[src/r5_pkg.sv]
`default_nettype none

package r5_pkg;

  //////////////////////////////////////////////////////////////////////
  // Widths
  //////////////////////////////////////////////////////////////////////

  localparam int unsigned XLEN = 32;  // RV32 only

  typedef logic [XLEN-1:0] xlen_t;  // Data word
  typedef logic [5-1:0]    gpr_adr_t;  // Register number

  //////////////////////////////////////////////////////////////////////
  // Encodings
  //////////////////////////////////////////////////////////////////////

  // Major opcodes, instr[6:0]
  typedef enum logic [6:0] {
    LOAD    = 7'b0000011,
    STORE   = 7'b0100011,
    OP_IMM  = 7'b0010011,
    OP      = 7'b0110011,
    AUIPC   = 7'b0010111,
    LUI     = 7'b0110111,
    JAL     = 7'b1101111,
    JALR    = 7'b1100111,
    ILLEGAL = 7'b0000000  // Anything not supported
  } opc_t;

  // ALU operations
  typedef enum logic [3:0] {
    ADD,
    SUB,
    SLL,
    SLT,
    SLTU,
    XOR,
    SRL,
    SRA,
    OR,
    AND
  } alu_op_t;

endpackage: r5_pkg

`default_nettype wire

[src/r5_wbu.sv]
`default_nettype none

module r5_wbu (
  input  logic             clk,
  input  logic             rst,
  // Decode fields
  input  logic             dec_vld,
  input  logic             dec_wen,
  input  r5_pkg::gpr_adr_t dec_rd,
  input  r5_pkg::opc_t     dec_opc,
  // Result sources
  input  r5_pkg::xlen_t    alu,  // ALU result
  input  r5_pkg::xlen_t    pcs,  // PC plus 4
  input  r5_pkg::xlen_t    lui,  // Upper immediate
  input  r5_pkg::xlen_t    lsu,  // RAM read data
  // Register file write port
  output logic             wen,
  output r5_pkg::gpr_adr_t adr,
  output r5_pkg::xlen_t    dat
);

  r5_pkg::opc_t  sel;  // Opcode of the result in flight
  r5_pkg::xlen_t tmp;  // Pre-selected value

  // Destination and select
  always_ff @(posedge clk, posedge rst) begin
    if (rst) begin
      wen <= 1'b0;
      adr <= '0;
      sel <= r5_pkg::ILLEGAL;
    end else begin
      wen <= dec_vld && dec_wen;
      adr <= dec_rd;
      sel <= dec_opc;
    end
  end

  // Pre-multiplexer, loads are resolved after the RAM
  always_ff @(posedge clk) begin
    case (dec_opc)
      r5_pkg::OP, r5_pkg::OP_IMM, r5_pkg::AUIPC: tmp <= alu;
      r5_pkg::JAL, r5_pkg::JALR:                  tmp <= pcs;  // Link
      r5_pkg::LUI:                                tmp <= lui;
      default:                                    tmp <= '0;
    endcase
  end

  // Load multiplexer
  assign dat = (sel == r5_pkg::LOAD) ? lsu : tmp;

endmodule: r5_wbu

`default_nettype wire

[config.mk]
export PLATFORM = sky130hd
export DESIGN_NAME = r5_wbu
export DESIGN_NICKNAME = d
export VERILOG_FILES = /design/src/r5_pkg.sv /design/src/r5_wbu.sv
export SDC_FILE = /design/constraint.sdc
export NUM_CORES = 1
export LEC_CHECK = 0
export ABC_AREA = 1
export ABC_CLOCK_PERIOD_IN_PS = 1500
export BUFFER_PORTS_ARGS = -buffer_cell sky130_fd_sc_hd__buf_2
export CORE_ASPECT_RATIO = 1.4
export CORE_MARGIN = 1.5
export CORE_UTILIZATION = 29
export DETAILED_ROUTE_END_ITERATION = 6
export PLACE_DENSITY_LB_ADDON = 0.1
export SLEW_MARGIN = 30
export SYNTH_ARGS = -nofsm -noshare
export SYNTH_HDL_FRONTEND = slang
export SYNTH_SLANG_ARGS = --single-unit
[constraint.sdc]
create_clock -name clk -period 1.5 [get_ports clk]
set_clock_uncertainty 0.1 [all_clocks]
set_input_delay 0.3 -clock clk [delete_from_list [all_inputs] [get_ports clk]]
set_output_delay 0.3 -clock clk [all_outputs]
set_load 0.005 [all_outputs]
## Yosys cells after proc, flatten, opt, wreduce, memory -nomap -nowiden

Index checks and enable logic that the tools add are counted.

- Flip-flop bits (word level): 45
- Word-level logic and storage cells: 16
- Input bits: 144
- Output and inout bits: 38

- Muxes and demuxes: 2
- Reduce and logical (&&, ||, !) cells: 3
- Equal/unequal tests: 7

Operator list:

| cell | count |
|---|---|
| $pmux 32 s3 | 1 |
| $mux 32 | 1 |
| $eq 7x5->1 const B | 2 |
| $eq 7x6->1 const B | 2 |
| $eq 7x7->1 const B | 2 |
| $eq 7x2->1 const B | 1 |
| $reduce_or 3->1 | 1 |
| $reduce_or 2->1 | 1 |
| $logic_and 1x1->1 | 1 |

## Logic depth before layout (Yosys ltp)

- Depth after elaboration: 3
- Depth in mapped cells: 7
- Depth with buffers taken out: 6

## Worst setup path after synthesis

OpenSTA, ideal clock, no wires.

- Path type: register to output
- Start point: register sel[3]
- End point: output port dat[10]
- Path buffers: 1
- Data arrival time: 1014 ps
- Setup slack: 86 ps
- Required time: 1100 ps
- Cell stages (with the launch flop): 6
- Cell sequence: dfrtp_1 -> nor3b_4 -> nand2_2 -> buf_2 -> nand2_1 -> nand2_1

- Word-level cells in the longest chain between the ends: 2

Ends and longest elaborated chain:

| what | RTL line | source |
|---|---|---|
| start, declared | r5_wbu.sv:22 | `r5_pkg::opc_t sel;` |
| start signal, assigned | r5_wbu.sv:30 | `sel <= r5_pkg::ILLEGAL;` |
| start signal, assigned | r5_wbu.sv:34 | `sel <= dec_opc;` |
| $eq 7x2->1 | r5_wbu.sv:49 | `assign dat = (sel == r5_pkg::LOAD) ? lsu : tmp;` |
| $mux 32 | r5_wbu.sv:49 |  |
| end, declared | r5_wbu.sv:19 | `output r5_pkg::xlen_t dat` |

Every way passes these cells.

## Final worst setup path

- Start point: register sel[3]
- End point: output port dat[24]

Same word-level chain as after synthesis.

==> flow_metrics.py <==
metrics = {
    "status": {
        "status": "finished with violations",
        "violations": "setup timing",
    },
    "synthesis": {
        "ys_warn_count": 0,
        "synthesis.area_um2": 2250,
        "yosys-top-cells-count": "nand3_1 (160), nand2_1 (70), dfxtp_1 (32)",
        "synthTopCellsByArea": "nand3_1 (36%), dfxtp_1 (28%), dfrtp_1 (14%)",
        "synth_top_cell_by_area": "nand3_1",
        "synth_cells": 317,
        "ys_types": 11,
        "synth_ff_type": "dfxtp_1",
        "synth.yosys.seq_area_share_pct": 42.9,
        "yosysMostFrequentCell": "nand3_1",
        "synth_edf_count": 0,
        "async_reset_ff_share_pct": 28.9,
        "syn_nets": 461,
        "ys_ff_latch": 45,
        "synth_top_area_share_pct": 35.5,
        "synth.avg_cell_area_um2": 7.11,
    },
    "detailed_routing": {
        "viasPerCell": 4.81,
        "dr.first_iter.drc_count": 134,
        "drc_errors": 0,
        "ant_nets": 0,
        "drt-pass1-iter-count": 4,
        "wl_per_cell_um": 13.5,
        "wl_mm": 8.15,
        "vias": 2896,
    },
    "global_routing": {
        "grt_max_degree": 45,
        "grt_overflow_total": 0,
        "grtUsageTotal_pct": 19.1,
        "grt_pass1_vias": 2807,
        "antenna_found_initial": 0,
        "grt_pass1_wl_mm": 12.7,
    },
    "timing": {
        "tns_ns": -13.40,
        "setup_viol": 32,
        "max_slew_margin_pct": 68.8,
        "hold_viol": 0,
        "post-route-period-util_pct": 129,
        "worst_pin_slew_ns": 0.468,
        "slew_viol_final": 0,
        "setup_slack_ns": -0.439,
        "fmax_mhz": 516,
        "grt_setup_unrepaired": "yes",
        "min_period_ns": 1.94,
        "holdWs_ns": 0.0198,
    },
    "place": {
        "io_buffers": 181,
        "place_congestion": 0.741,
        "place_area_um2": 3330,
        "dp_hpwl_mm": 5.94,
        "pre_cts_slack_ns": -0.0752,
    },
    "die": {
        "die_x_um": 77.5,
        "start_util_pct": 30.2,
        "core_um2": 7450,
        "die_h_um": 107,
        "pin_count": 182,
        "rows": 37,
        "dieArea_um2": 8320,
    },
    "clock_tree": {
        "clock_path_buffers": 2,
        "cts_root_buffer": "clkbuf_8",
        "clk_pin_slew_worst_paths_ns": 0.09,
        "htreeDepth": 2,
        "cts_tree": "done",
        "cts_sinks": 45,
        "cts_made_buffers": 5,
    },
    "flow_run": {
        "maxCapViolCount": 0,
    },
    "critical_path": {
        "crit_type": "register to output port",
        "worstPathArrival_ns": 1.54,
        "critPathMaxFanout": 7,
        "cp-end-kind": "output port",
        "critPathLaunchType": "register",
        "crit_start": "sel[3]",
        "critical_path_required_ns": 1.10,
        "critPathCapture": "dat[24]",
    },
    "power_and_ir_drop": {
        "vdd_drop_max_mv": 0.508,
        "powerDensity_nw_per_um2": 723,
        "p_leak_nw": 1.98,
    },
    "final_layout": {
        "area_growth_pct": 60.1,
        "drive_gt1_share_pct": 43.2,
        "nets": 648,
        "antenna_cells": 0,
        "final_cell_area_um2": 3610,
    },
    "min_path": {
        "min_path_type": "primary input to register",
    },
}
==> worst min-delay path by stage <==
stage               cells after the start  startpoint  slack [ns]     end
floorplan                               1         rst        0.08  adr[0]
finish                                  1  dec_opc[2]        0.02  sel[2]
detailed placement                      2         rst        0.23  sel[6]
global placement                        2         rst        0.23     wen
CTS                                     1  dec_opc[2]       0.008  sel[2]
global route                            1  dec_opc[2]       0.001  sel[2]
==> cells by family (layout without fill, tap and decap cells) <==
kind of cell | Yosys count | in the layout | synth area share [%]
flops | 45 | 45 | 42.9
simple gates | 238 | 238 | 50.0
buf+inv | 34 | 222 | 7.16
==> state kept, by name, summed over array words and instances (netlist names) <==
register,count
adr,5
wen,1
tmp,32
sel,7
==> worst max-delay path: stages (launching register included) <==
cell and delay [ns]:
dfrtp_1 0.40, nor3b_4 0.20, buf_6 0.15, nand2_4 0.09
clkbuf_16 0.18, nand2_1 0.05, nand2_1 0.05, buf_2 0.12
==> power by group <==
part	switching [mW]	internal (mW)	total, mW
clock network	0.439	0.508	0.948
registers	0.0102	1.23	1.24
logic	0.198	0.219	0.417
total	0.648	1.96	2.61
==> cell usage in the layout, fill, tap and decap left out <==
master / instances
nand2_4: 2
nor3b_4: 1
inv_1: 7
dfxtp_1: 32
clkbuf_8: 5
nor2_4: 2
clkbuf_4: 1
clkbuf_16: 1
buf_6: 6
bufinv_16: 1
dfrtp_1: 13
buf_4: 5
buf_12: 5
inv_6: 2
nand2_2: 2
nor2_2: 4
nand2_1: 67
buf_2: 181
nand3_1: 160
dlygate4sd3_1: 8
==> timing repair <==
| action | CTS | global route |
|---|---|---|
| gates resized for setup | 2 | 11 |
| endpoints found under the hold margin | 18 | 2 |
| pin swaps | 2 | 1 |
| hold buffers | 6 | 2 |
| cloned | 0 | 2 |
| setup buffers | 0 | 1 |
| endpoints found under the setup margin | 32 | 32 |
==> final cells by class <==
cell class | count | area, um^2
Tap cell | 97 | 121
Sequential cell | 45 | 966
Timing Repair Buffer | 207 | 1220
Clock buffer | 5 | 68.8
Clock inverter | 3 | 47.5
Multi-Input combinational cell | 238 | 1150
Fill cell | 772 | 3850
Inverter | 7 | 26.3
==> through the flow <==
stage / power [mW] / util, % / cells
final: 2.61 / 48.4 / 602
after floorplan: 1.39 / - / 317
after detailed placement: 1.66 / 44.6 / 583
after global routing: 2.74 / 48.4 / 602
after global placement: 1.66 / 44.6 / 583
after CTS: 2.63 / 47.1 / 597
==> layer usage <==
metal	up-vias	wire length, um	GRT usage [%]
li1	1456	-	-
met1	1302	3290	21.1
met2	128	4180	35.9
met3	10	545	3.73
met4	0	138	6.49
met5	-	0	0
Power figures use the tool's default switching activity.
