===== src/r5_pkg.sv =====
`default_nettype none

package r5_pkg;

  //////////////////////////////////////////////////////////////////////
  // Widths
  //////////////////////////////////////////////////////////////////////

  localparam int unsigned XLEN = 32;  // RV32 only

  typedef logic [XLEN-1:0] xlen_t;  // Data word
  typedef logic [5-1:0]    gpr_adr_t;  // Register number

  //////////////////////////////////////////////////////////////////////
  // Encodings
  //////////////////////////////////////////////////////////////////////

  // Major opcodes, instr[6:0]
  typedef enum logic [6:0] {
    LOAD    = 7'b0000011,
    STORE   = 7'b0100011,
    OP_IMM  = 7'b0010011,
    OP      = 7'b0110011,
    AUIPC   = 7'b0010111,
    LUI     = 7'b0110111,
    JAL     = 7'b1101111,
    JALR    = 7'b1100111,
    ILLEGAL = 7'b0000000  // Anything not supported
  } opc_t;

  // ALU operations
  typedef enum logic [3:0] {
    ADD,
    SUB,
    SLL,
    SLT,
    SLTU,
    XOR,
    SRL,
    SRA,
    OR,
    AND
  } alu_op_t;

endpackage: r5_pkg

`default_nettype wire


===== src/r5_execute.sv =====
`default_nettype none

module r5_execute (
  // Decode fields
  input  r5_pkg::opc_t    dec_opc,
  input  r5_pkg::alu_op_t dec_alu_op,
  input  logic            dec_use_imm,
  input  r5_pkg::xlen_t   dec_imm,
  input  r5_pkg::xlen_t   dec_pc,
  // Register operands
  input  r5_pkg::xlen_t   rs1_dat,
  input  r5_pkg::xlen_t   rs2_dat,
  // Results
  output r5_pkg::xlen_t   alu_res,
  output r5_pkg::xlen_t   pc_inc
);

  r5_pkg::xlen_t   opa;
  r5_pkg::xlen_t   opb;
  r5_pkg::alu_op_t op;
  logic [4:0]      shamt;

  //////////////////////////////////////////////////////////////////////
  // Operand selection
  //////////////////////////////////////////////////////////////////////

  always_comb begin
    opa = (dec_opc == r5_pkg::AUIPC) ? dec_pc : rs1_dat;  // PC relative
    opb = dec_use_imm ? dec_imm : rs2_dat;
    // Address and link target computations always add
    case (dec_opc)
      r5_pkg::LOAD, r5_pkg::STORE, r5_pkg::JALR, r5_pkg::AUIPC: op = r5_pkg::ADD;
      default: op = dec_alu_op;
    endcase
  end

  assign shamt = opb[4:0];  // RV32 shift amount

  //////////////////////////////////////////////////////////////////////
  // ALU
  //////////////////////////////////////////////////////////////////////

  always_comb begin
    case (op)
      r5_pkg::ADD:  alu_res = opa + opb;
      r5_pkg::SUB:  alu_res = opa - opb;
      r5_pkg::SLL:  alu_res = opa << shamt;
      r5_pkg::SLT:  alu_res = r5_pkg::xlen_t'($signed(opa) < $signed(opb));
      r5_pkg::SLTU: alu_res = r5_pkg::xlen_t'(opa < opb);
      r5_pkg::XOR:  alu_res = opa ^ opb;
      r5_pkg::SRL:  alu_res = opa >> shamt;
      r5_pkg::SRA:  alu_res = r5_pkg::xlen_t'($signed(opa) >>> shamt);  // Keeps sign
      r5_pkg::OR:   alu_res = opa | opb;
      r5_pkg::AND:  alu_res = opa & opb;
      default:      alu_res = '0;
    endcase
  end

  // Link value for JAL and JALR
  assign pc_inc = dec_pc + r5_pkg::xlen_t'(4);

endmodule: r5_execute

`default_nettype wire


===== config.mk =====
export PLATFORM = sky130hd
export DESIGN_NAME = r5_execute
export DESIGN_NICKNAME = d
export VERILOG_FILES = /design/src/r5_pkg.sv /design/src/r5_execute.sv
export SDC_FILE = /design/constraint.sdc
export NUM_CORES = 1
export LEC_CHECK = 0
export BUFFER_PORTS_ARGS = -buffer_cell sky130_fd_sc_hd__buf_2
export CORE_ASPECT_RATIO = 0.6
export CORE_MARGIN = 1.5
export CORE_UTILIZATION = 35
export DETAILED_ROUTE_END_ITERATION = 8
export SLEW_MARGIN = 5
export SYNTH_ARGS = -nofsm -noshare
export SYNTH_HDL_FRONTEND = slang
export SYNTH_SLANG_ARGS = --single-unit

===== constraint.sdc =====
create_clock -name vclk -period 11.8
set_input_delay 1.18 -clock vclk [all_inputs]
set_output_delay 1.18 -clock vclk [all_outputs]
set_load 0.05 [all_outputs]

# After elaboration in Yosys (flattened, before gate mapping)
# Index checks and enable logic that the tools add are counted.
# totals
reg_bits	0
output_inout_bits	64
word_cells	30
input_bits	140
# op_classes
shifts	3
n_eq_ne	13
n_reduce_logical	2
mux	4
n_addsub	3
n_lt_le_gt_ge	2
n_bitwise	3
# ops
cell	n
$pmux W32 S10	1
$lt A32 B32 Y1	2
$mux W32	2
$add A32 B3 Y32 const B	1
$add A32 B32 Y32	1
$and A32 B32 Y32	1
$or A32 B32 Y32	1
$shl A32 B5 Y32	1
$shr A32 B5 Y32	1
$sshr A32 B5 Y32	1
$sub A32 B32 Y32	1
$xor A32 B32 Y32	1
$eq A4 B3 Y1 const B	4
$eq A4 B2 Y1 const B	2
$eq A4 B4 Y1 const B	2
$eq A7 B2 Y1 const B	1
$eq A7 B5 Y1 const B	1
$eq A7 B6 Y1 const B	1
$eq A7 B7 Y1 const B	1
$eq A4 B1 Y1 const B	1
$logic_not A4 Y1	1
$mux W4	1
$reduce_or A4 Y1	1

# Logic depth before layout (Yosys ltp)
# Gate-level depths: netlist of the first run.
# depth
ltp_word	5
mapped_depth	20

# Least setup slack after synthesis of the first run
# No wires, ideal clock.
# synth_timing
path_type	input port to output port
start	in dec_opc[6]
end	out alu_res[31]
path_buffers	5
path_slack_ns	4.700
cell_stages	19
t_required_ns	10.620
t_arrival_ns	5.920
cell_sequence	and4bb_2 -> nand2_4 -> buf_6 -> buf_2 -> buf_2 -> clkbuf_1 -> clkbuf_1 -> nand2_1 -> nand2_1 -> ha_1 -> or2_1 -> o311a_1 -> a21oi_1 -> o21ai_1 -> a311o_1 -> o21bai_1 -> a31o_2 -> mux2_2 -> o221ai_1
# synth_via
elab_chain_cells	5
word_cells_on_any_way	26
cone_classes	add/sub (2); eq/ne (13); shift (3); mux (3); bitwise (3); reduce/logical (2)
# synth_lines
item	line	source
start: declaration	r5_execute.sv:5	input r5_pkg::opc_t dec_opc,
parallel branches: the longest is 4 deep, another holds $sub A32 B32 Y32	-	
$pmux W32 S10 (*)	r5_execute.sv:44	case (op)
end: declaration	r5_execute.sv:14	output r5_pkg::xlen_t alu_res,
# Mark *: on every way between the ends.

# Worst setup path after layout of the first run
# layout_timing
start	in dec_opc[0]
end	out alu_res[0]
# Same word-level chain as after synthesis.

==> results of run 1 <==
-- power breakdown --
part	leakage [nW]	switching (W)	internal, W
logic	5.93	0.000558	0.000251
clock network	0.00000933	0	0.00000000000585
registers	0	0	0
total	5.93	0.000558	0.000251
-- synthesized netlist by cell type, types with 6 or more instances --
library cell / number / area (sq um)
nand2_1: 235 / 882
nor2_1: 178 / 668
mux2i_1: 176 / 1760
a21oi_1: 112 / 561
ha_1: 101 / 1260
inv_1: 98 / 368
clkbuf_1: 88 / 330
o21ai_0: 84 / 420
nand3_1: 49 / 245
mux2_2: 39 / 439
nor3_1: 38 / 190
o211ai_1: 33 / 248
buf_2: 31 / 155
a211oi_1: 27 / 203
o22ai_1: 27 / 169
a221oi_1: 26 / 228
xnor2_1: 26 / 228
and3_1: 20 / 125
a31oi_1: 19 / 119
o21bai_1: 19 / 143
a21o_1: 16 / 120
a22oi_1: 15 / 113
nand4_1: 15 / 93.8
nor4_1: 15 / 93.8
nand2b_1: 14 / 87.6
o221ai_1: 14 / 123
xor2_1: 14 / 123
a211o_1: 12 / 105
buf_1: 12 / 45.0
a32oi_1: 10 / 87.6
mux4_2: 10 / 225
nor2b_1: 10 / 62.6
o21ai_1: 10 / 50.1
o31ai_1: 10 / 75.1
buf_4: 9 / 67.6
o32ai_1: 9 / 78.8
a221o_1: 8 / 80.1
and2_1: 8 / 50.1
buf_6: 7 / 78.8
o2111ai_1: 7 / 61.3
o21a_1: 7 / 52.6
or3_1: 6 / 37.5
-- critical path, stage by stage --
cell and delay (ns):
buf_2 0.10, and3b_1 0.39, nand2_4 0.34, buf_4 0.71, nor2_1 0.12, a21o_1 0.22, ha_1 0.46, inv_1 0.18
nand2_1 0.12, a41oi_1 0.15, nor4_1 0.30, nand3_1 0.26, a31oi_1 0.33, nand2b_1 0.15, a2111oi_1 1.03, a211o_1 0.26
buf_2 0.28
-- final cells by class --
| class | count | area share |
|---|---|---|
| repair buffers | 228 | 0.0953 |
| well taps | 424 | 0.0421 |
| multi-input cells | 1504 | 0.832 |
| inverters | 102 | 0.0306 |
| diodes | 1 | 0.000199 |
-- through the flow --
stage	cells	worst slack, ns	hold WS [ns]	instance area, sq um
2_1_floorplan	1753	4.70	2.53	11500
3_3_place_gp	2258	4.38	2.70	12600
3_5_place_dp	2258	4.24	2.69	12600
4_1_cts	2258	4.23	2.69	12600
5_1_grt	2258	3.75	2.69	12600
6_report	2259	4.00	2.69	12600
-- layer usage --
layer  GRT usage  vias to the layer above  part of all wire
li1            -                     6617                 -
met1       0.495                     6982              0.47
met2       0.466                      913              0.41
met3      0.0419                       62              0.11
met4      0.0563                        2             0.019
met5           0                        -           0.00014
-- how the worst min path moves through the flow --
stage	endpoint	cells past startpoint	slack (ns)
finish	pc_inc[0]	2	2.69
detailed placement	pc_inc[0]	2	2.69
floorplan	pc_inc[0]	1	2.53
global route	pc_inc[0]	2	2.69
global placement	pc_inc[0]	2	2.70
CTS	pc_inc[0]	2	2.69
-- kinds of logic after synthesis --
logic type	share of synthesized area
and+or+nand+nor	0.237
adders and majority gates	0.113
xor gates and xnor gates	0.0304
buffers and inverters	0.0923
AOI/OAI and AO/OA	0.312
muxes	0.214
==> results.sh, run 1 <==
export IMPL_period_needed_ns=7.80
export IMPL_max_freq_mhz=128
export IMPL_status="completed"
export IMPL_rsz0062_at_grt="false"
export IMPL_power_total_w=0.000810
export IMPL_cp_max_fo=59
export IMPL_relSlewSlack=0.135
export IMPL_yosysUniqueCellTypes=92
export IMPL_drive_gt1_frac=0.169
export IMPL_core_region_area_sq_um=32400
export IMPL_timing_final_crit_share=0.661
export IMPL_cp_endpoint="alu_res[0]"
export IMPL_fin_nets=2079
export IMPL_finalHoldViolations=0
export IMPL_syn_avg_cell_area_sq_um=6.56
export IMPL_slew_viol_final=0
export IMPL_drc_errors=0
export IMPL_layout_common_cells="235 x nand2_1, 204 x buf_2, 178 x nor2_1, 174 x mux2i_1, 112 x a21oi_1"
export IMPL_num_vias=14600
export IMPL_netlist_instances=1753
export IMPL_mostFrequentLayoutCell="nand2_1"
export IMPL_antenna_found_initial=2
export IMPL_yosys_warnings=0
export IMPL_min_path_type="in -> out"
export IMPL_p_leak_nw=5.93
export IMPL_grt_max_degree=62
export IMPL_crit_type="in -> out"
export IMPL_postCtsResizedCells=0
export IMPL_area_growth_syn_to_layout_pct=9.53
export IMPL_num_rows=51
export IMPL_final_core_util=0.389
export IMPL_postCtsSetupBuffers=0
export IMPL_io_pins=204
export IMPL_cellPowerDensity_nw_per_um2=64.3
export IMPL_grt_pass1_vias=12700
export IMPL_holdBufCountCts=0
export IMPL_drtIter0Drc=2044
export IMPL_die_h_um=143
export IMPL_seqCellArea_sq_um=0
export IMPL_startpoint="dec_opc[0]"
export IMPL_multi_input_area_sq_um=10500
export IMPL_syn_nets=1996
export IMPL_setup_viol=0
export IMPL_irDropWorstVdd_uv=61.8
export IMPL_synth_area_sq_um=11500
export IMPL_ant_nets=0
export IMPL_tightest_slew_ns=1.30
export IMPL_grt_pass1_wl_um=83900
export IMPL_initial_core_util=0.355
export IMPL_port_buffers=204
export IMPL_worstPathArrival_ns=6.62
export IMPL_startpoint_type="primary input"
export IMPL_viasPerCell=6.45
export IMPL_grt_ovfl_total=0
export IMPL_maxCapViolCount=0
export IMPL_n_fill_cell=3609
export IMPL_nClkBuffers=0
export IMPL_hold_start="dec_pc[0]"
export IMPL_firstDrtPassIters=5
export IMPL_finalSetupTns_ns=0
export IMPL_cp_end_kind="output port"
export IMPL_place_congestion=1.05
export IMPL_seq_cell_count=0
export IMPL_yosysSeqAreaShare=0
export IMPL_avgRoutedWirePerCell_um=25.3
export IMPL_die_w_um=237
export IMPL_die_area_sq_um=34000
export IMPL_drt_wl_total_um=57100
export IMPL_grt_usage=0.320
export IMPL_crit_required_ns=10.62
export IMPL_dp_hpwl_um=45200
No activity file was read; power rests on OpenSTA's default activity.
==> inputs of run 2 (changes only) <==
Clock period 11.8 ns to 7.2 ns, I/O delays scaled along.
==> results.sh, run 2 (same netlist as run 1, synthesis figures left out) <==
export IMPL_drt_wl_total_um=57900
export IMPL_top_layer="met4"
export IMPL_num_rows=51
export IMPL_crit_required_ns=6.48
export IMPL_irDropWorstVdd_uv=80.8
export IMPL_pwr_share_clk=0
export IMPL_die_h_um=143
export IMPL_p_comb_frac=1.000
export IMPL_holdPathStages=2
export IMPL_cp_end_kind="output port"
export IMPL_cp_max_fo=24
export IMPL_final_core_util=0.392
export IMPL_relSlewSlack=0.189
export IMPL_drc_errors=0
export IMPL_slowest_stage="o31ai_1"
export IMPL_status="completed"
export IMPL_diodes=0
export IMPL_grt_pass1_wl_um=85000
export IMPL_max_stage_delay_ns=0.79
export IMPL_ant_nets=0
export IMPL_fin_nets=2091
export IMPL_finalSetupTns_ns=0
export IMPL_startpoint_type="primary input"
export IMPL_dp_hpwl_um=46000
export IMPL_path_cells="buf_2 > nand4bb_1 > nor2_4 > buf_4 > nand2_1 > nand2_1 > ha_1 > inv_2 > a21oi_1 > o31ai_1 > a221o_1 > a21bo_4 > a21boi_2 > a221oi_1 > a31oi_1 > or3_1 > buf_2"
export IMPL_setup_viol=0
export IMPL_timing_final_crit_share=0.877
export IMPL_die_w_um=237
export IMPL_min_path_type="in -> out"
export IMPL_period_needed_ns=6.32
export IMPL_slew_viol_final=0
export IMPL_tightest_slew_ns=1.22
export IMPL_route_met2_wl_um=23300
export IMPL_rsz0062_at_grt="false"
export IMPL_nClkBuffers=0
export IMPL_num_vias=14500
export IMPL_grt_usage=0.326
export IMPL_avgRoutedWirePerCell_um=25.5
export IMPL_hold_start="dec_pc[0]"
export IMPL_grt_ovfl_total=0
export IMPL_place_congestion=1.05
export IMPL_layout_common_cells="235 x nand2_1, 204 x buf_2, 178 x nor2_1, 174 x mux2i_1, 112 x a21oi_1"
export IMPL_port_buffers=204
export IMPL_drive_gt1_frac=0.174
export IMPL_mostFrequentLayoutCell="nand2_1"
export IMPL_sequentialPowerShare=0
export IMPL_max_freq_mhz=158
export IMPL_io_pins=204
export IMPL_grt_max_degree=64
export IMPL_holdBufCountCts=0
export IMPL_grt_pass1_vias=13000
export IMPL_finalHoldViolations=0
export IMPL_drtIter0Drc=1998
export IMPL_core_region_area_sq_um=32400
export IMPL_antenna_found_initial=0
export IMPL_crit_type="in -> out"
export IMPL_cellPowerDensity_nw_per_um2=105
export IMPL_wl_met1_um=27200
export IMPL_p_int_w=0.000417
export IMPL_worstPathArrival_ns=5.60
export IMPL_holdPathEnd="pc_inc[0]"
export IMPL_die_area_sq_um=34000
export IMPL_firstDrtPassIters=5
export IMPL_area_growth_syn_to_layout_pct=10.4
export IMPL_p_leak_nw=5.99
export IMPL_postCtsResizedCells=0
export IMPL_initial_core_util=0.355
export IMPL_postCtsSetupBuffers=0
export IMPL_maxCapViolCount=0
export IMPL_seq_cell_count=0
export IMPL_dpl_cell_count=2270
export IMPL_dr_wl_met3_um=6170
export IMPL_seqCellArea_sq_um=0
export IMPL_fin_cells=2270
export IMPL_switchingPower_w=0.000923
export IMPL_viasPerCell=6.38
export IMPL_swShare=0.689
## run 2: worst max path at each step
stage,from,to,slack [ns],cells past startpoint
finish,dec_opc[6],alu_res[23],0.88,17
global route,dec_opc[6],alu_res[23],0.68,17
CTS,dec_opc[3],alu_res[23],1.12,17
detailed placement,dec_opc[3],alu_res[23],1.12,17
global placement,dec_opc[3],alu_res[23],1.14,17
floorplan,dec_opc[6],alu_res[31],1.02,19
## run 2: worst max-delay path, delay by kind of cell
family | cells | cell delay [ns]
AO/OA/AOI/OAI | 7 | 2.09
buffers and inverters | 4 | 0.88
AND/OR/NAND/NOR | 5 | 1.52
adder cells (fa/ha/maj) | 1 | 0.34
## run 2: final cells by class
type	instances	area (sq um)
Fill cell	3560	19700
Multi-Input combinational cell	1504	10500
Timing Repair Buffer	240	1300
Tap cell	424	531
Inverter	102	385
## run 2: through the flow
| step | hold slack (ns) | power, W | setup WS [ns] | area, sq um |
|---|---|---|---|---|
| global route | 1.78 | 0.00142 | 0.678 | 12700 |
| CTS | 1.77 | 0.00130 | 1.12 | 12700 |
| finish | 1.77 | 0.00134 | 0.883 | 12700 |
| detailed placement | 1.77 | 0.00130 | 1.12 | 12700 |
| global placement | 1.77 | 0.00130 | 1.14 | 12700 |
| floorplan | 1.61 | 0.000907 | 1.02 | 11500 |
## run 2: power groups by stage
stage          registers [W]  logic [W]  clock network, W
2_1_floorplan              0   0.000907                 0
3_3_place_gp               0    0.00130                 0
3_5_place_dp               0    0.00130                 0
4_1_cts                    0    0.00130                 0
5_1_grt                    0    0.00142                 0
6_report                   0    0.00134                 0
## run 2: layer usage
| layer | vias to the layer above | global-route usage |
|---|---|---|
| met1 | 6907 | 0.499 |
| met3 | 61 | 0.0498 |
| li1 | 6642 | - |
| met5 | - | 0 |
| met4 | 0 | 0.0613 |
| met2 | 881 | 0.475 |
