File: config.mk
export PLATFORM = sky130hd
export DESIGN_NAME = r5_decode
export DESIGN_NICKNAME = d
export VERILOG_FILES = /design/src/r5_pkg.sv /design/src/r5_decode.sv
export SDC_FILE = /design/constraint.sdc
export NUM_CORES = 1
export LEC_CHECK = 0
export ABC_AREA = 1
export ABC_CLOCK_PERIOD_IN_PS = 9400
export BUFFER_PORTS_ARGS = -buffer_cell sky130_fd_sc_hd__clkbuf_2
export CAP_MARGIN = 20
export CORE_MARGIN = 5
export CORE_UTILIZATION = 50
export DETAILED_ROUTE_END_ITERATION = 10
export GPL_TIMING_DRIVEN = 0
export HOLD_SLACK_MARGIN = 0.03
export PLACE_DENSITY_LB_ADDON = 0.12
export SKIP_CTS_REPAIR_TIMING = 1
export SYNTH_ARGS = -nofsm -noshare
export SYNTH_HDL_FRONTEND = slang
export SYNTH_SLANG_ARGS = --single-unit
File: constraint.sdc
create_clock -name clk -period 9.4 [get_ports clk]
set_input_delay 2.35 -clock clk [delete_from_list [all_inputs] [get_ports clk]]
set_output_delay 2.35 -clock clk [all_outputs]
set_load 0.02 [all_outputs]
File: src/r5_pkg.sv
`default_nettype none

package r5_pkg;

  //////////////////////////////////////////////////////////////////////
  // Widths
  //////////////////////////////////////////////////////////////////////

  localparam int unsigned XLEN = 32;  // RV32 only

  typedef logic [XLEN-1:0] xlen_t;  // Data word
  typedef logic [5-1:0]    gpr_adr_t;  // Register number

  //////////////////////////////////////////////////////////////////////
  // Encodings
  //////////////////////////////////////////////////////////////////////

  // Major opcodes, instr[6:0]
  typedef enum logic [6:0] {
    LOAD    = 7'b0000011,
    STORE   = 7'b0100011,
    OP_IMM  = 7'b0010011,
    OP      = 7'b0110011,
    AUIPC   = 7'b0010111,
    LUI     = 7'b0110111,
    JAL     = 7'b1101111,
    JALR    = 7'b1100111,
    ILLEGAL = 7'b0000000  // Anything not supported
  } opc_t;

  // ALU operations
  typedef enum logic [3:0] {
    ADD,
    SUB,
    SLL,
    SLT,
    SLTU,
    XOR,
    SRL,
    SRA,
    OR,
    AND
  } alu_op_t;

endpackage: r5_pkg

`default_nettype wire

File: src/r5_decode.sv
`default_nettype none

module r5_decode (
  input  logic              clk,
  input  logic              rst,
  // Instruction source handshake
  input  logic              req,
  output logic              ack,
  input  r5_pkg::xlen_t     instr,
  input  r5_pkg::xlen_t     pc,
  // Decode record
  output logic              dec_vld,
  output r5_pkg::opc_t      dec_opc,
  output r5_pkg::alu_op_t   dec_alu_op,
  output r5_pkg::gpr_adr_t  dec_rs1,
  output r5_pkg::gpr_adr_t  dec_rs2,
  output r5_pkg::gpr_adr_t  dec_rd,
  output logic              dec_wen,
  output r5_pkg::xlen_t     dec_imm,
  output r5_pkg::xlen_t     dec_pc,
  output logic              dec_use_imm
);

  typedef enum logic {IDLE, ACKED} state_t;

  state_t          state;
  logic            capture;
  r5_pkg::opc_t    opc;
  r5_pkg::alu_op_t alu_op;
  r5_pkg::xlen_t   imm;
  logic            f7b5;   // funct7 bit 5 selects SUB and SRA
  logic [2:0]      funct3;

  //////////////////////////////////////////////////////////////////////
  // Four-phase acceptance
  //////////////////////////////////////////////////////////////////////

  assign capture = (state == IDLE) && req;
  assign ack     = (state == ACKED);

  always_ff @(posedge clk, posedge rst) begin
    if (rst) begin
      state   <= IDLE;
      dec_vld <= 1'b0;
    end else begin
      dec_vld <= capture;  // One cycle pulse
      case (state)
        IDLE:    if (req)  state <= ACKED;
        ACKED:   if (!req) state <= IDLE;  // Wait for req release
        default: state <= IDLE;
      endcase
    end
  end

  //////////////////////////////////////////////////////////////////////
  // Field decode
  //////////////////////////////////////////////////////////////////////

  assign funct3 = instr[14:12];
  assign f7b5   = instr[30];

  always_comb begin
    case (instr[6:0])
      r5_pkg::LOAD, r5_pkg::STORE, r5_pkg::OP_IMM, r5_pkg::OP,
      r5_pkg::AUIPC, r5_pkg::LUI, r5_pkg::JAL, r5_pkg::JALR:
        opc = r5_pkg::opc_t'(instr[6:0]);
      default: opc = r5_pkg::ILLEGAL;
    endcase
    // Immediate by format
    case (opc)
      r5_pkg::LOAD, r5_pkg::OP_IMM, r5_pkg::JALR:
        imm = {{20{instr[31]}}, instr[31:20]};                              // I
      r5_pkg::STORE: imm = {{20{instr[31]}}, instr[31:25], instr[11:7]};   // S
      r5_pkg::LUI, r5_pkg::AUIPC: imm = {instr[31:12], 12'h000};          // U
      r5_pkg::JAL: imm = {{12{instr[31]}}, instr[19:12], instr[20], instr[30:21], 1'b0};
      default: imm = '0;
    endcase
    // ALU operation from funct3, funct7 only for OP and immediate shifts
    case (funct3)
      3'b000:  alu_op = (opc == r5_pkg::OP && f7b5) ? r5_pkg::SUB : r5_pkg::ADD;
      3'b001:  alu_op = r5_pkg::SLL;
      3'b010:  alu_op = r5_pkg::SLT;
      3'b011:  alu_op = r5_pkg::SLTU;
      3'b100:  alu_op = r5_pkg::XOR;
      3'b101:  alu_op = f7b5 ? r5_pkg::SRA : r5_pkg::SRL;
      3'b110:  alu_op = r5_pkg::OR;
      default: alu_op = r5_pkg::AND;
    endcase
  end

  // Decode record held from capture
  always_ff @(posedge clk) begin
    if (capture) begin
      dec_opc     <= opc;
      dec_alu_op  <= alu_op;
      dec_rs1     <= instr[19:15];
      dec_rs2     <= instr[24:20];
      dec_rd      <= instr[11:7];
      dec_imm     <= imm;
      dec_pc      <= pc;
      dec_use_imm <= opc inside {r5_pkg::OP_IMM, r5_pkg::LOAD, r5_pkg::STORE,
                                 r5_pkg::JALR, r5_pkg::AUIPC};
      dec_wen     <= (instr[11:7] != '0) &&
                     (opc inside {r5_pkg::OP, r5_pkg::OP_IMM, r5_pkg::LUI, r5_pkg::AUIPC,
                                  r5_pkg::JAL, r5_pkg::JALR, r5_pkg::LOAD});
    end
  end

endmodule: r5_decode

`default_nettype wire

Yosys cells after proc, flatten, opt, wreduce, memory -nomap -nowiden
Index checks and enable logic that the tools add are counted.

storage, ports and cells
  register bits = 94
  bits of input ports = 67
  output and inout port bits = 94

cells by class
  equality and inequality tests = 22
  mux-type cells = 6
  bitwise operators = 1
  reduce and logical (&&, ||, !) cells = 10

operator list
  operator            count
  $pmux 32 s4         1
  $eq 7x6->1 const B  6
  $eq 7x5->1 const B  4
  $eq 7x7->1 const B  4
  $pmux 4 s7          1
  $eq 7x2->1 const B  2
  $reduce_bool 5->1   2
  $eq 3x3->1 const B  3
  $reduce_or 8->1     1
  $mux 7              1
  $reduce_bool 7->1   1
  $eq 3x2->1 const B  2
  $eq 3x1->1 const B  1
  $logic_and 1x1->1   3
  $logic_not 3->1     1
  $mux 1              3
  $reduce_or 3->1     1
  $reduce_or 2->1     1
  $not 1->1           1

Logic depth before layout (Yosys ltp)
Gate-level depths: netlist (run 1).

  depth after elaboration = 7
  gate-level depth with buffers = 9

Worst setup path after synthesis (run 1)
OpenSTA, ideal clock, no wires.

  kind = input to register
  from = input req
  to = register dec_alu_op[0] (enable)
  setup time = 0.547 ns
  arrival time = 6.267 ns
  required time = 8.853 ns
  path slack = 2.586 ns
  stages = 2
  cells stage by stage = inv_1 -> nor2_1

between the ends
  longest elaborated chain between the ends = 1

RTL lines
  what                  line             text
  start, declared       r5_decode.sv:7   input logic req,
  $logic_and 1x1->1     r5_decode.sv:38  assign capture = (state == IDLE) && req;
  net capture           r5_decode.sv:27  logic capture;
  end signal, assigned  r5_decode.sv:95  dec_alu_op <= alu_op;
  end, declared         r5_decode.sv:14  output r5_pkg::alu_op_t dec_alu_op,

The timed path passes the listed nets, and every way through them passes these cells.
A chain may end at the register's enable or synchronous reset.

Final worst setup path (run 1)
  from = input req
  to = register dec_rd[4] (enable)

between the ends
  longest elaborated chain between the ends = 1

RTL lines
  what                  line             text
  $logic_and 1x1->1     r5_decode.sv:38
  net capture           r5_decode.sv:27
  end signal, assigned  r5_decode.sv:98  dec_rd <= instr[11:7];
  end, declared         r5_decode.sv:17  output r5_pkg::gpr_adr_t dec_rd,

The timed path passes the listed nets, and every way through them passes these cells.

==> qor.txt, run 1 <==
Via total after detailed routing: 2,511
Clk slew on worst S/H paths: 0.09 ns
Number of primary I/O pins: 161
Number of H-tree levels: 3
Setup slack, reg-to-reg: 7.51 ns
Cell area after synthesis: 3560 um^2
Cells taking the most area after synthesis: sky130_fd_sc_hd__edfxtp_1 78%, sky130_fd_sc_hd__nand2_1 8.6%, sky130_fd_sc_hd__a21oi_1 2.1%
TritonCTS clock tree: yes
Post-Place Cells: 521
Core Box Area: 6870 um^2
Internal power: 626 uW
M3 GR Usage: 5.98%
Total area of sequential cells: 2810 um^2
Clock buffers created by TritonCTS: 9
Height of the die: 94.4 um
Category of the worst setup path capture point: flop
Area share of the largest cell type after synthesis: 77.5%
Worst EP required: 9.45 ns
Clock tree buffer depth: 2
Hold depth: 1
Antenna violations before repair: 0
Static leakage: 0.00223 uW
Total clock sinks: 94
Fin cells: 537
Warning count from the yosys run: 0
Cell count after synthesis: 263
Worst voltage drop across the vdd grid: 0.0901 mV
Areal power density over the cells: 172 nW/um^2
Final clock period utilization by the worst path: 38.0%
Combinational share of power: 9.2%
Synth-to-Final Area Change: 32.5%
Cell depth of the worst flop-to-flop path: 3
Setup violations, final: 0
Fraction of final layout cells sized beyond drive strength 1: 44.9%
Sw Pwr: 187 uW
Final setup margin: 5.83 ns
Core utilization of the finished layout: 68.7%
Number of nets with antenna violations after detailed routing: 0
Result of the run: finished clean
Final weighted congestion of routability-driven global placement: 0.813
# diodes: 0
Critical path peak fanout: 37
Pin count of the biggest net entering global routing: 38
DP Worst Slack: 5.44 ns
Number of global-route vias before repair: 2,398
Detail-routed via count per cell: 4.68
Sequential share of the synthesized area: 78.9%
Clock network power share: 31.6%
Transition at the pin with the smallest max-transition slack: 0.735 ns
CP Launch Type: input pin
# nets final: 503
Type of the worst setup path: input pin to flop
Max-slew headroom: 50.9%
Number of unique standard cell types used by synthesis: 23
Startpoint of the worst-slack reg-to-reg timing path: ack$_DFF_PP0_
Final setup TNS: 0 ns
Fill cell instance count of the final layout: 551
Final hold violations: 0
Period minus WS final: 3.57 ns
Post-detailed-routing wire length: 8060 um
Root buffer cell: sky130_fd_sc_hd__clkbuf_8
Count of pins over their slew limit: 0
Global-route met2 utilization: 31.7%
Grt peak-use layer: met2
Smallest hold slack: 0.754 ns
Total die area: 8920 um^2
Multi-input gate area in the final layout: 646 um^2
Placed wire-length estimate: 6220 um
Register bit count reported by yosys: 94
Routed length per instance: 15.0 um
Clock tree skew after final layout: 0.00938 ns
DRT iter0 DRCs: 96
Port bufs: 160
Worst min-delay path class: flop to flop
Library cell occupying the most area in the post-synthesis netlist: sky130_fd_sc_hd__edfxtp_1
Std-Cell Rows: 30
Nets in the synthesized netlist: 330
Endpoint of the worst hold-timing path: dec_pc[24]$_DFFE_PP_
Avg Synthesized Cell Area: 13.5 um^2
Start point of the worst min-delay path: ack$_DFF_PP0_
Drc violations: 0
RSZ-0062 raised after global routing: no
Critical Path AT: 3.62 ns
Number of max-cap violations: 0
Met1 GRT Util: 21.1%
Residual overflow from global routing: 0
Number of iterations in the first detailed-routing pass: 4
Initial core utilization: 51.9%
Highest clock rate: 280 MHz
Insertion delay of the later-clocked pin in the worst-skew pair: 0.35 ns
Horizontal extent of the die: 94.4 um
Register share of total power: 59.2%
Net switching share of the total power: 23.0%
Wire length of the first global-routing pass: 12,200 um
Capture instance of the worst register-to-register path: dec_rd[4]$_DFFE_PP_
GRT Resource Usage Total: 18.2%
-- routing by layer --
metal	vias to the layer above	wire length [um]
li1	1261	-
met4	0	63
met3	5	789
met2	107	4140
met5	-	0
met1	1138	3060
-- synthesized netlist by cell type, drive strengths merged --
master  instances
edfxtp         92
nand2          86
inv            20
a21oi          16
nand3          15
nor2           15
buf             5
o21ai           4
dfrtp           2
nand4           2
nor3            2
a21o            1
nor3b           1
o211ai          1
or2             1
-- power groups by stage --
stage	registers, uW	clock network [uW]	logic (uW)
3_3_place_gp	494	0	71.9
4_1_cts	481	265	76.1
6_report	481	257	74.9
3_5_place_dp	491	0	75.9
2_1_floorplan	513	0	16.1
5_1_grt	482	286	81.4
-- cell type report --
| class | count | share of cell area [%] |
|---|---|---|
| sequential | 94 | 59.6 |
| tap | 96 | 2.54 |
| timing repair buffer | 162 | 17.8 |
| clock inverter | 5 | 1.25 |
| multi-input combinational | 144 | 13.7 |
| buffer | 5 | 0.795 |
| clock buffer | 11 | 2.78 |
| inverter | 20 | 1.59 |
-- registers in the layout, summed over array words and instances, names as in the netlist, 4 cells and up --
name / flops
dec_imm: 32
dec_pc: 32
dec_opc: 7
dec_rd: 5
dec_rs1: 5
dec_rs2: 5
dec_alu_op: 4
-- worst max-delay path, cell delays in order --
cell                       delay (ns)
sky130_fd_sc_hd__clkbuf_2        0.08
sky130_fd_sc_hd__inv_1           0.05
sky130_fd_sc_hd__nor2_4          0.56
sky130_fd_sc_hd__buf_12          0.28
sky130_fd_sc_hd__buf_12          0.24
-- worst max path at each step --
stage | from | endpoint | cells after the start
after floorplan | req | dec_alu_op[0]$_DFFE_PP_ | 2
after global placement | req | dec_vld$_DFF_PP0_ | 3
after detailed placement | req | dec_imm[3]$_DFFE_PP_ | 5
after CTS | req | dec_imm[28]$_DFFE_PP_ | 5
after global routing | req | dec_wen$_DFFE_PP_ | 5
final | req | dec_rd[4]$_DFFE_PP_ | 5
-- kinds of logic after synthesis --
family / Yosys count / synth area share (%)
DFF: 94 / 78.9
buffers and inverters: 25 / 3.16
and+or+nand+nor: 122 / 14.5
AOI/OAI and AO/OA: 22 / 3.44
-- layout by cell type, fill, tap and decap left out, types with 2 or more instances in the layout --
cell type and instances:
sky130_fd_sc_hd__buf_6 2, sky130_fd_sc_hd__clkbuf_8 9, sky130_fd_sc_hd__edfxtp_1 92, sky130_fd_sc_hd__clkinvlp_4 2, sky130_fd_sc_hd__clkbuf_1 2, sky130_fd_sc_hd__nor2_2 2, sky130_fd_sc_hd__clkbuf_2 160, sky130_fd_sc_hd__nand2_2 4
sky130_fd_sc_hd__nand2_1 82, sky130_fd_sc_hd__dfrtp_1 2, sky130_fd_sc_hd__nand3_1 14, sky130_fd_sc_hd__buf_2 3, sky130_fd_sc_hd__inv_2 5, sky130_fd_sc_hd__a21oi_1 15, sky130_fd_sc_hd__nand4_1 2, sky130_fd_sc_hd__nor2_1 12
sky130_fd_sc_hd__o21ai_0 3, sky130_fd_sc_hd__inv_1 15, sky130_fd_sc_hd__buf_12 2
-- stage by stage --
step | total power, uW | instance area [um^2]
global placement | 566 | 4480
CTS | 822 | 4720
floorplan | 530 | 3560
detailed placement | 567 | 4530
global route | 850 | 4720
finish | 813 | 4720
Note: power is estimated with default switching activity, not from simulation.
==> run 2: changes to the inputs <==
--- a/config.mk
+++ b/config.mk
@@ -5,12 +5,12 @@
 export SDC_FILE = /design/constraint.sdc
 export NUM_CORES = 1
 export LEC_CHECK = 0
-export ABC_AREA = 1
-export ABC_CLOCK_PERIOD_IN_PS = 9400
+export ABC_AREA = 0
+export ABC_CLOCK_PERIOD_IN_PS = 2870
 export BUFFER_PORTS_ARGS = -buffer_cell sky130_fd_sc_hd__clkbuf_2
 export CAP_MARGIN = 20
 export CORE_MARGIN = 5
-export CORE_UTILIZATION = 50
+export CORE_UTILIZATION = 42
 export DETAILED_ROUTE_END_ITERATION = 10
 export GPL_TIMING_DRIVEN = 0
 export HOLD_SLACK_MARGIN = 0.03
==> constraint.sdc (replaced) <==
create_clock -name clk -period 2.87 [get_ports clk]
set_input_delay 0.7175 -clock clk [delete_from_list [all_inputs] [get_ports clk]]
set_output_delay 0.7175 -clock clk [all_outputs]
set_load 0.02 [all_outputs]
==> qor.txt, run 2 <==
Register bit count reported by yosys: 94 (unchanged)
Biggest registers after layout: dec_imm (32), dec_pc (32), dec_opc (7)
Critical path peak fanout: 35 (-5.4%)
Areal power density over the cells: 574 nW/um^2 (+230%)
Setup slack, reg-to-reg: 0.98 ns (-6.53 ns)
Worst voltage drop across the vdd grid: 0.292 mV (+220%)
Routed length per instance: 16.7 um (+11%)
Number of primary I/O pins: 161 (unchanged)
Drc violations: 0 (unchanged)
Height of the die: 102 um (+8.4%)
Sequential share of the synthesized area: 78.5% (-0.44 points)
Nets in the synthesized netlist: 282 (-15%)
Number of unique standard cell types used by synthesis: 37 (+61%)
CP Cell Sequence: clkbuf_2 > nor2b_4 > buf_12 > buf_12
Number of max-cap violations: 0 (unchanged)
Multi-input gate area in the final layout: 647 um^2 (+0.19%)
Setup violations, final: 0 (unchanged)
Placed wire-length estimate: 6280 um (+0.89%)
Total clock sinks: 94 (unchanged)
Fin area: 4760 um^2 (+0.90%)
Max-slew headroom: 52.8% (+2.0 points)
Static leakage: 0.00207 uW (-7.2%)
Root buffer cell: sky130_fd_sc_hd__clkbuf_8
# diodes: 0 (unchanged)
Cell family with the largest share of critical-path delay: buffers and inverters
Worst min-delay path class: input pin to asynchronous set/reset pin
Clock tree skew after final layout: 0.0129 ns (+0.00350 ns)
# nets final: 454 (-9.7%)
Result of the run: finished clean
Final weighted congestion of routability-driven global placement: 0.749 (-7.9%)
Area share of the largest cell type after synthesis: 77.1% (-0.43 points)
Detail-routed via count per cell: 4.91 (+5.0%)
Number of nets with antenna violations after detailed routing: 0 (unchanged)
Cells taking the most area after synthesis: sky130_fd_sc_hd__edfxtp_1 77%, sky130_fd_sc_hd__nand3_1 3.6%, sky130_fd_sc_hd__o31ai_2 2.8%
Cell area after synthesis: 3580 um^2 (+0.56%)
Via total after detailed routing: 2,439 (-2.9%)
Final clock period utilization by the worst path: 67.8%
Critical Path AT: 1.99 ns (-1.63 ns)
Placed cell area: 4560 um^2 (+0.58%)
Fraction of final layout cells sized beyond drive strength 1: 49.7% (+4.8 points)
Synth-to-Final Area Change: 33.0%
Core Box Area: 8260 um^2 (+20%)
GRT Resource Usage Total: 15.5% (-2.7 points)
Worst Path Buf+Inv: 3 (-1)
Insertion delay of the later-clocked pin in the worst-skew pair: 0.35 ns (about the same)
Number of H-tree levels: 3 (unchanged)
Total area of sequential cells: 2810 um^2 (unchanged)
TritonCTS clock tree: yes
Share of flip-flops with an asynchronous set or reset: 2.13% (unchanged)
Number of synthesized flops with an enable pin: 92 (unchanged)
Warning count from the yosys run: 0 (unchanged)
Final setup margin: 0.924 ns (-4.90 ns)
Main synth FF type: sky130_fd_sc_hd__edfxtp_1
Antenna violations before repair: 0 (unchanged)
Clk slew on worst S/H paths: 0.09 ns (about the same)
Period minus WS final: 1.95 ns
Fill cell instance count of the final layout: 710 (+29%)
Fin cells: 497 (-7.4%)
Most used standard cell by instance count after synthesis: sky130_fd_sc_hd__edfxtp_1
Category of the worst setup path capture point: flop
Cell count after synthesis: 215 (-18%)
Horizontal extent of the die: 102 um (+8.4%)
Type of the worst setup path: input pin to flop
Final hold violations: 0 (unchanged)
DRT iter0 DRCs: 95 (-1.0%)
Residual overflow from global routing: 0 (unchanged)
Number of iterations in the first detailed-routing pass: 4 (unchanged)
Most common cell after layout, fill and taps aside: sky130_fd_sc_hd__clkbuf_2
Avg Synthesized Cell Area: 16.7 um^2 (+23%)
Most common cell type on the critical path: sky130_fd_sc_hd__buf_12
Top cells by instance count after synthesis: 92 x sky130_fd_sc_hd__edfxtp_1, 26 x sky130_fd_sc_hd__nand3_1, 14 x sky130_fd_sc_hd__inv_1
Initial core utilization: 43.4% (-8.5 points)
Std-Cell Rows: 33 (+10%)
Total die area: 10,500 um^2 (+18%)
Count of pins over their slew limit: 0 (unchanged)
Transition at the pin with the smallest max-transition slack: 0.706 ns (-0.0290 ns)
Library cell contributing the largest single delay on the critical path: sky130_fd_sc_hd__nor2b_4
Most frequent cells in the layout: 159 x sky130_fd_sc_hd__clkbuf_2, 92 x sky130_fd_sc_hd__edfxtp_1, 26 x sky130_fd_sc_hd__nand3_1
Crit path largest cell delay: 0.59 ns (+0.03 ns)
Port bufs: 159 (-0.63%)
Clock tree buffer depth: 2 (unchanged)
Highest clock rate: 514 MHz
Clock buffers created by TritonCTS: 9 (unchanged)
Number of global-route vias before repair: 2,376 (-0.92%)
Worst EP required: 2.91 ns (-6.54 ns)
RSZ-0062 raised after global routing: no
Pin count of the biggest net entering global routing: 36 (-5.3%)
Library cell occupying the most area in the post-synthesis netlist: sky130_fd_sc_hd__edfxtp_1
Post-detailed-routing wire length: 8310 um (+3.2%)
Post-Place Cells: 481 (-7.7%)
DP Worst Slack: 0.536 ns (-4.90 ns)
Final Total Pwr: 2740 uW (+240%)
Wire length of the first global-routing pass: 12,300 um (+0.80%)
CP Launch Type: input pin
[run 2: cell count changes after synthesis, sizes merged, moves of 3 or more]
cell	before	now
clkbuf	0	4
a21boi	0	7
a22o	0	4
nand2	86	6
inv	20	14
and3	0	3
o31ai	0	8
o21ai	4	7
a21oi	16	3
buf	5	8
nor2	15	7
nand3	15	26
[run 2: path summary, 6_finish.rpt]
path / start / end / cells after the start
worst max register to register: ack$_DFF_PP0_ / dec_imm[12]$_DFFE_PP_ / 3
worst min-delay path: rst / dec_vld$_DFF_PP0_ / 2
worst min register to register: ack$_DFF_PP0_ / dec_pc[2]$_DFFE_PP_ / 1
min in group clk: req / ack$_DFF_PP0_ / 1
worst max-delay path: req / dec_imm[12]$_DFFE_PP_ / 4
max in group asynchronous: rst / ack$_DFF_PP0_ / 2
[run 2: area by class of cell]
type | instances | area share, %
timing repair buffer | 161 | 17.5
inverter | 14 | 1.10
clock inverter | 5 | 1.37
buffer | 12 | 1.65
multi-input combinational | 95 | 13.6
tap | 105 | 2.76
sequential | 94 | 59.0
clock buffer | 11 | 2.97
[run 2: layer usage]
layer	global-route usage, %	share of wire [%]
met1	19.4	41
met4	5.75	1.4
met5	0	0
met3	4.85	11
met2	25.5	46
[run 2: kinds of logic (layout without fill, tap and decap cells)]
group | Yosys count | in the layout | share of synthesized area (%)
simple gates | 55 | 55 | 8.59
flops | 94 | 94 | 78.5
compound gates | 40 | 40 | 9.25
buf+inv | 26 | 203 | 3.67
[run 2: per-stage QoR]
stage / utilization [%] / TNS (ns) / hold slack, ns
floorplan: - / 0 / 0.459
global placement: 54.7 / -26.44 / 0.548
detailed placement: 55.2 / 0 / 0.553
CTS: 57.7 / 0 / 0.165
global route: 57.7 / 0 / 0.171
finish: 57.7 / 0 / 0.176
[run 2: worst reg2reg max path, stage by stage (launching register included)]
cell and delay, ns:
sky130_fd_sc_hd__dfrtp_1 0.42, sky130_fd_sc_hd__nor2b_4 0.58, sky130_fd_sc_hd__buf_12 0.31, sky130_fd_sc_hd__buf_12 0.26
[run 2: report_power, final]
part	internal [uW]	total (uW)	switching (uW)
Clock	437	897	460
Sequential	1560	1570	12.8
Combinational	92.6	264	171
Total	2090	2740	644
==> run 3: changes to the inputs <==
--- a/config.mk
+++ b/config.mk
@@ -5,8 +5,8 @@
 export SDC_FILE = /design/constraint.sdc
 export NUM_CORES = 1
 export LEC_CHECK = 0
-export ABC_AREA = 0
-export ABC_CLOCK_PERIOD_IN_PS = 2870
+export ABC_AREA = 1
+export ABC_CLOCK_PERIOD_IN_PS = 1710
 export BUFFER_PORTS_ARGS = -buffer_cell sky130_fd_sc_hd__clkbuf_2
 export CAP_MARGIN = 20
 export CORE_MARGIN = 5
==> constraint.sdc (replaced) <==
create_clock -name clk -period 1.71 [get_ports clk]
set_input_delay 0.4275 -clock clk [delete_from_list [all_inputs] [get_ports clk]]
set_output_delay 0.4275 -clock clk [all_outputs]
set_load 0.02 [all_outputs]
==> qor.txt, run 3 (synthesis results as in run 1) <==
Clk slew on worst S/H paths: 0.10 ns (about the same)
Final hold violations: 0 (unchanged)
Number of iterations in the first detailed-routing pass: 4 (unchanged)
Critical Path AT: 1.44 ns (-0.55 ns)
Worst min-delay path class: input pin to flop
Port bufs: 160 (+0.63%)
CP Launch Type: flop
# diodes: 0 (unchanged)
Setup slack, reg-to-reg: 0.26 ns (-0.72 ns)
Highest clock rate: 690 MHz
Post-detailed-routing wire length: 8610 um (+3.6%)
Worst voltage drop across the vdd grid: 0.402 mV (+38%)
Total die area: 10,400 um^2 (-0.51%)
Hold depth: 1
Clock buffers created by TritonCTS: 9 (unchanged)
Critical path peak fanout: 16 (-54%)
Final weighted congestion of routability-driven global placement: 0.814 (+8.7%)
Clock tree skew after final layout: 0.0132 ns (+0.000281 ns)
Static leakage: 0.00223 uW (+7.7%)
Core utilization of the finished layout: 57.4% (-0.29 points)
Residual overflow from global routing: 0 (unchanged)
RSZ-0062 raised after global routing: no
Smallest hold slack: 0.201 ns (+0.0250 ns)
Cell family with the largest share of critical-path delay: simple AND/OR/NAND/NOR gates
Startpoint of the worst-slack reg-to-reg timing path: ack$_DFF_PP0_
CP Cell Sequence: nor2_2
Final clock period utilization by the worst path: 84.8%
Antenna violations before repair: 0 (unchanged)
Result of the run: finished clean
Height of the die: 102 um (-0.25%)
GRT Resource Usage Total: 16.1% (+0.56 points)
Placed wire-length estimate: 6650 um (+6.0%)
Setup violations, final: 0 (unchanged)
Final Total Pwr: 4360 uW (+59%)
Biggest registers after layout: dec_imm (32), dec_pc (32), dec_opc (7)
Number of max-cap violations: 0 (unchanged)
Worst EP required: 1.70 ns (-1.21 ns)
Most frequent cells in the layout: 160 x sky130_fd_sc_hd__clkbuf_2, 92 x sky130_fd_sc_hd__edfxtp_1, 82 x sky130_fd_sc_hd__nand2_1
Number of primary I/O pins: 161 (unchanged)
Fill cell instance count of the final layout: 715 (+0.70%)
Setup crit start: ack$_DFF_PP0_
Final setup TNS: 0 ns (unchanged)
Count of pins over their slew limit: 0 (unchanged)
Transition at the pin with the smallest max-transition slack: 0.775 ns (+0.0685 ns)
Category of the worst setup path capture point: flop
# nets final: 506 (+11%)
Most common cell after layout, fill and taps aside: sky130_fd_sc_hd__clkbuf_2
Root buffer cell: sky130_fd_sc_hd__clkbuf_8
Std-Cell Rows: 33 (unchanged)
Pin count of the biggest net entering global routing: 35 (-2.8%)
Detail-routed via count per cell: 4.70 (-4.3%)
Start point of the worst min-delay path: req
Via total after detailed routing: 2,578 (+5.7%)
Fraction of final layout cells sized beyond drive strength 1: 45.5% (-4.2 points)
Crit path largest cell delay: 0.63 ns (+0.04 ns)
Cell depth of the worst flop-to-flop path: 1 (-2)
Wire length of the first global-routing pass: 12,600 um (+2.9%)
Number of nets with antenna violations after detailed routing: 0 (unchanged)
Max-slew headroom: 48.3% (-4.5 points)
Type of the worst setup path: flop to flop
Library cell contributing the largest single delay on the critical path: sky130_fd_sc_hd__nor2_2
Clock tree buffer depth: 2 (unchanged)
Horizontal extent of the die: 102 um (-0.25%)
Drc violations: 0 (unchanged)
Synth-to-Final Area Change: 33.0% (about the same)
TritonCTS clock tree: yes
Period minus WS final: 1.45 ns
Number of H-tree levels: 3 (unchanged)
Endpoint of the worst hold-timing path: ack$_DFF_PP0_
Capture instance of the worst register-to-register path: dec_pc[24]$_DFFE_PP_
Total clock sinks: 94 (unchanged)
Core Box Area: 8260 um^2 (unchanged)
Routed length per instance: 15.7 um (-6.2%)
Initial core utilization: 43.2% (-0.24 points)
Insertion delay of the later-clocked pin in the worst-skew pair: 0.35 ns (about the same)
Number of global-route vias before repair: 2,509 (+5.6%)
Worst Path Buf+Inv: 0 (-3)
Areal power density over the cells: 920 nW/um^2 (+60%)
DRT iter0 DRCs: 107 (+13%)
[run 3: area by class of cell]
type                            instances  area, um^2  area share, %
Buffer                                  5        37.5          0.792
Clock buffer                            9         124           2.61
Clock inverter                          7        48.8           1.03
Inverter                               20        75.1           1.58
Multi-Input combinational cell        145         652           13.8
Sequential cell                        94        2810           59.4
Tap cell                              105         131           2.77
Timing Repair Buffer                  164         858           18.1
[run 3: per-stage QoR]
step / worst slack [ns] / area, um^2 / cells
detailed placement: -0.425 / 4540 / 530
floorplan: -0.539 / 3570 / 263
global placement: -1.16 / 4500 / 528
finish: 0.260 / 4740 / 549
CTS: -0.278 / 4720 / 546
global route: 0.178 / 4740 / 549
[run 3: power breakdown]
group          leakage [uW]  internal [uW]  switching, uW  total [uW]
Sequential         0.000911           2620           24.4        2650
Clock             0.0000809            529            765        1290
Combinational       0.00124            141            277         418
Total               0.00223           3290           1070        4360
[run 3: worst max path at each step]
| stage | slack, ns | to | cells after the start |
|---|---|---|---|
| 2_1_floorplan | -0.54 | dec_alu_op[0]$_DFFE_PP_ | 1 |
| 3_3_place_gp | -1.16 | dec_rs2[3]$_DFFE_PP_ | 3 |
| 3_5_place_dp | -0.42 | dec_rd[1]$_DFFE_PP_ | 5 |
| 4_1_cts | -0.28 | dec_imm[10]$_DFFE_PP_ | 3 |
| 5_1_grt | 0.18 | dec_pc[4]$_DFFE_PP_ | 1 |
| 6_report | 0.26 | dec_pc[24]$_DFFE_PP_ | 1 |
[run 3: per-layer routing]
layer,global-route usage [%],wire length [um]
met1,19.4,3340
met2,27.1,4360
met3,4.51,830
met4,6.96,80
met5,0,0
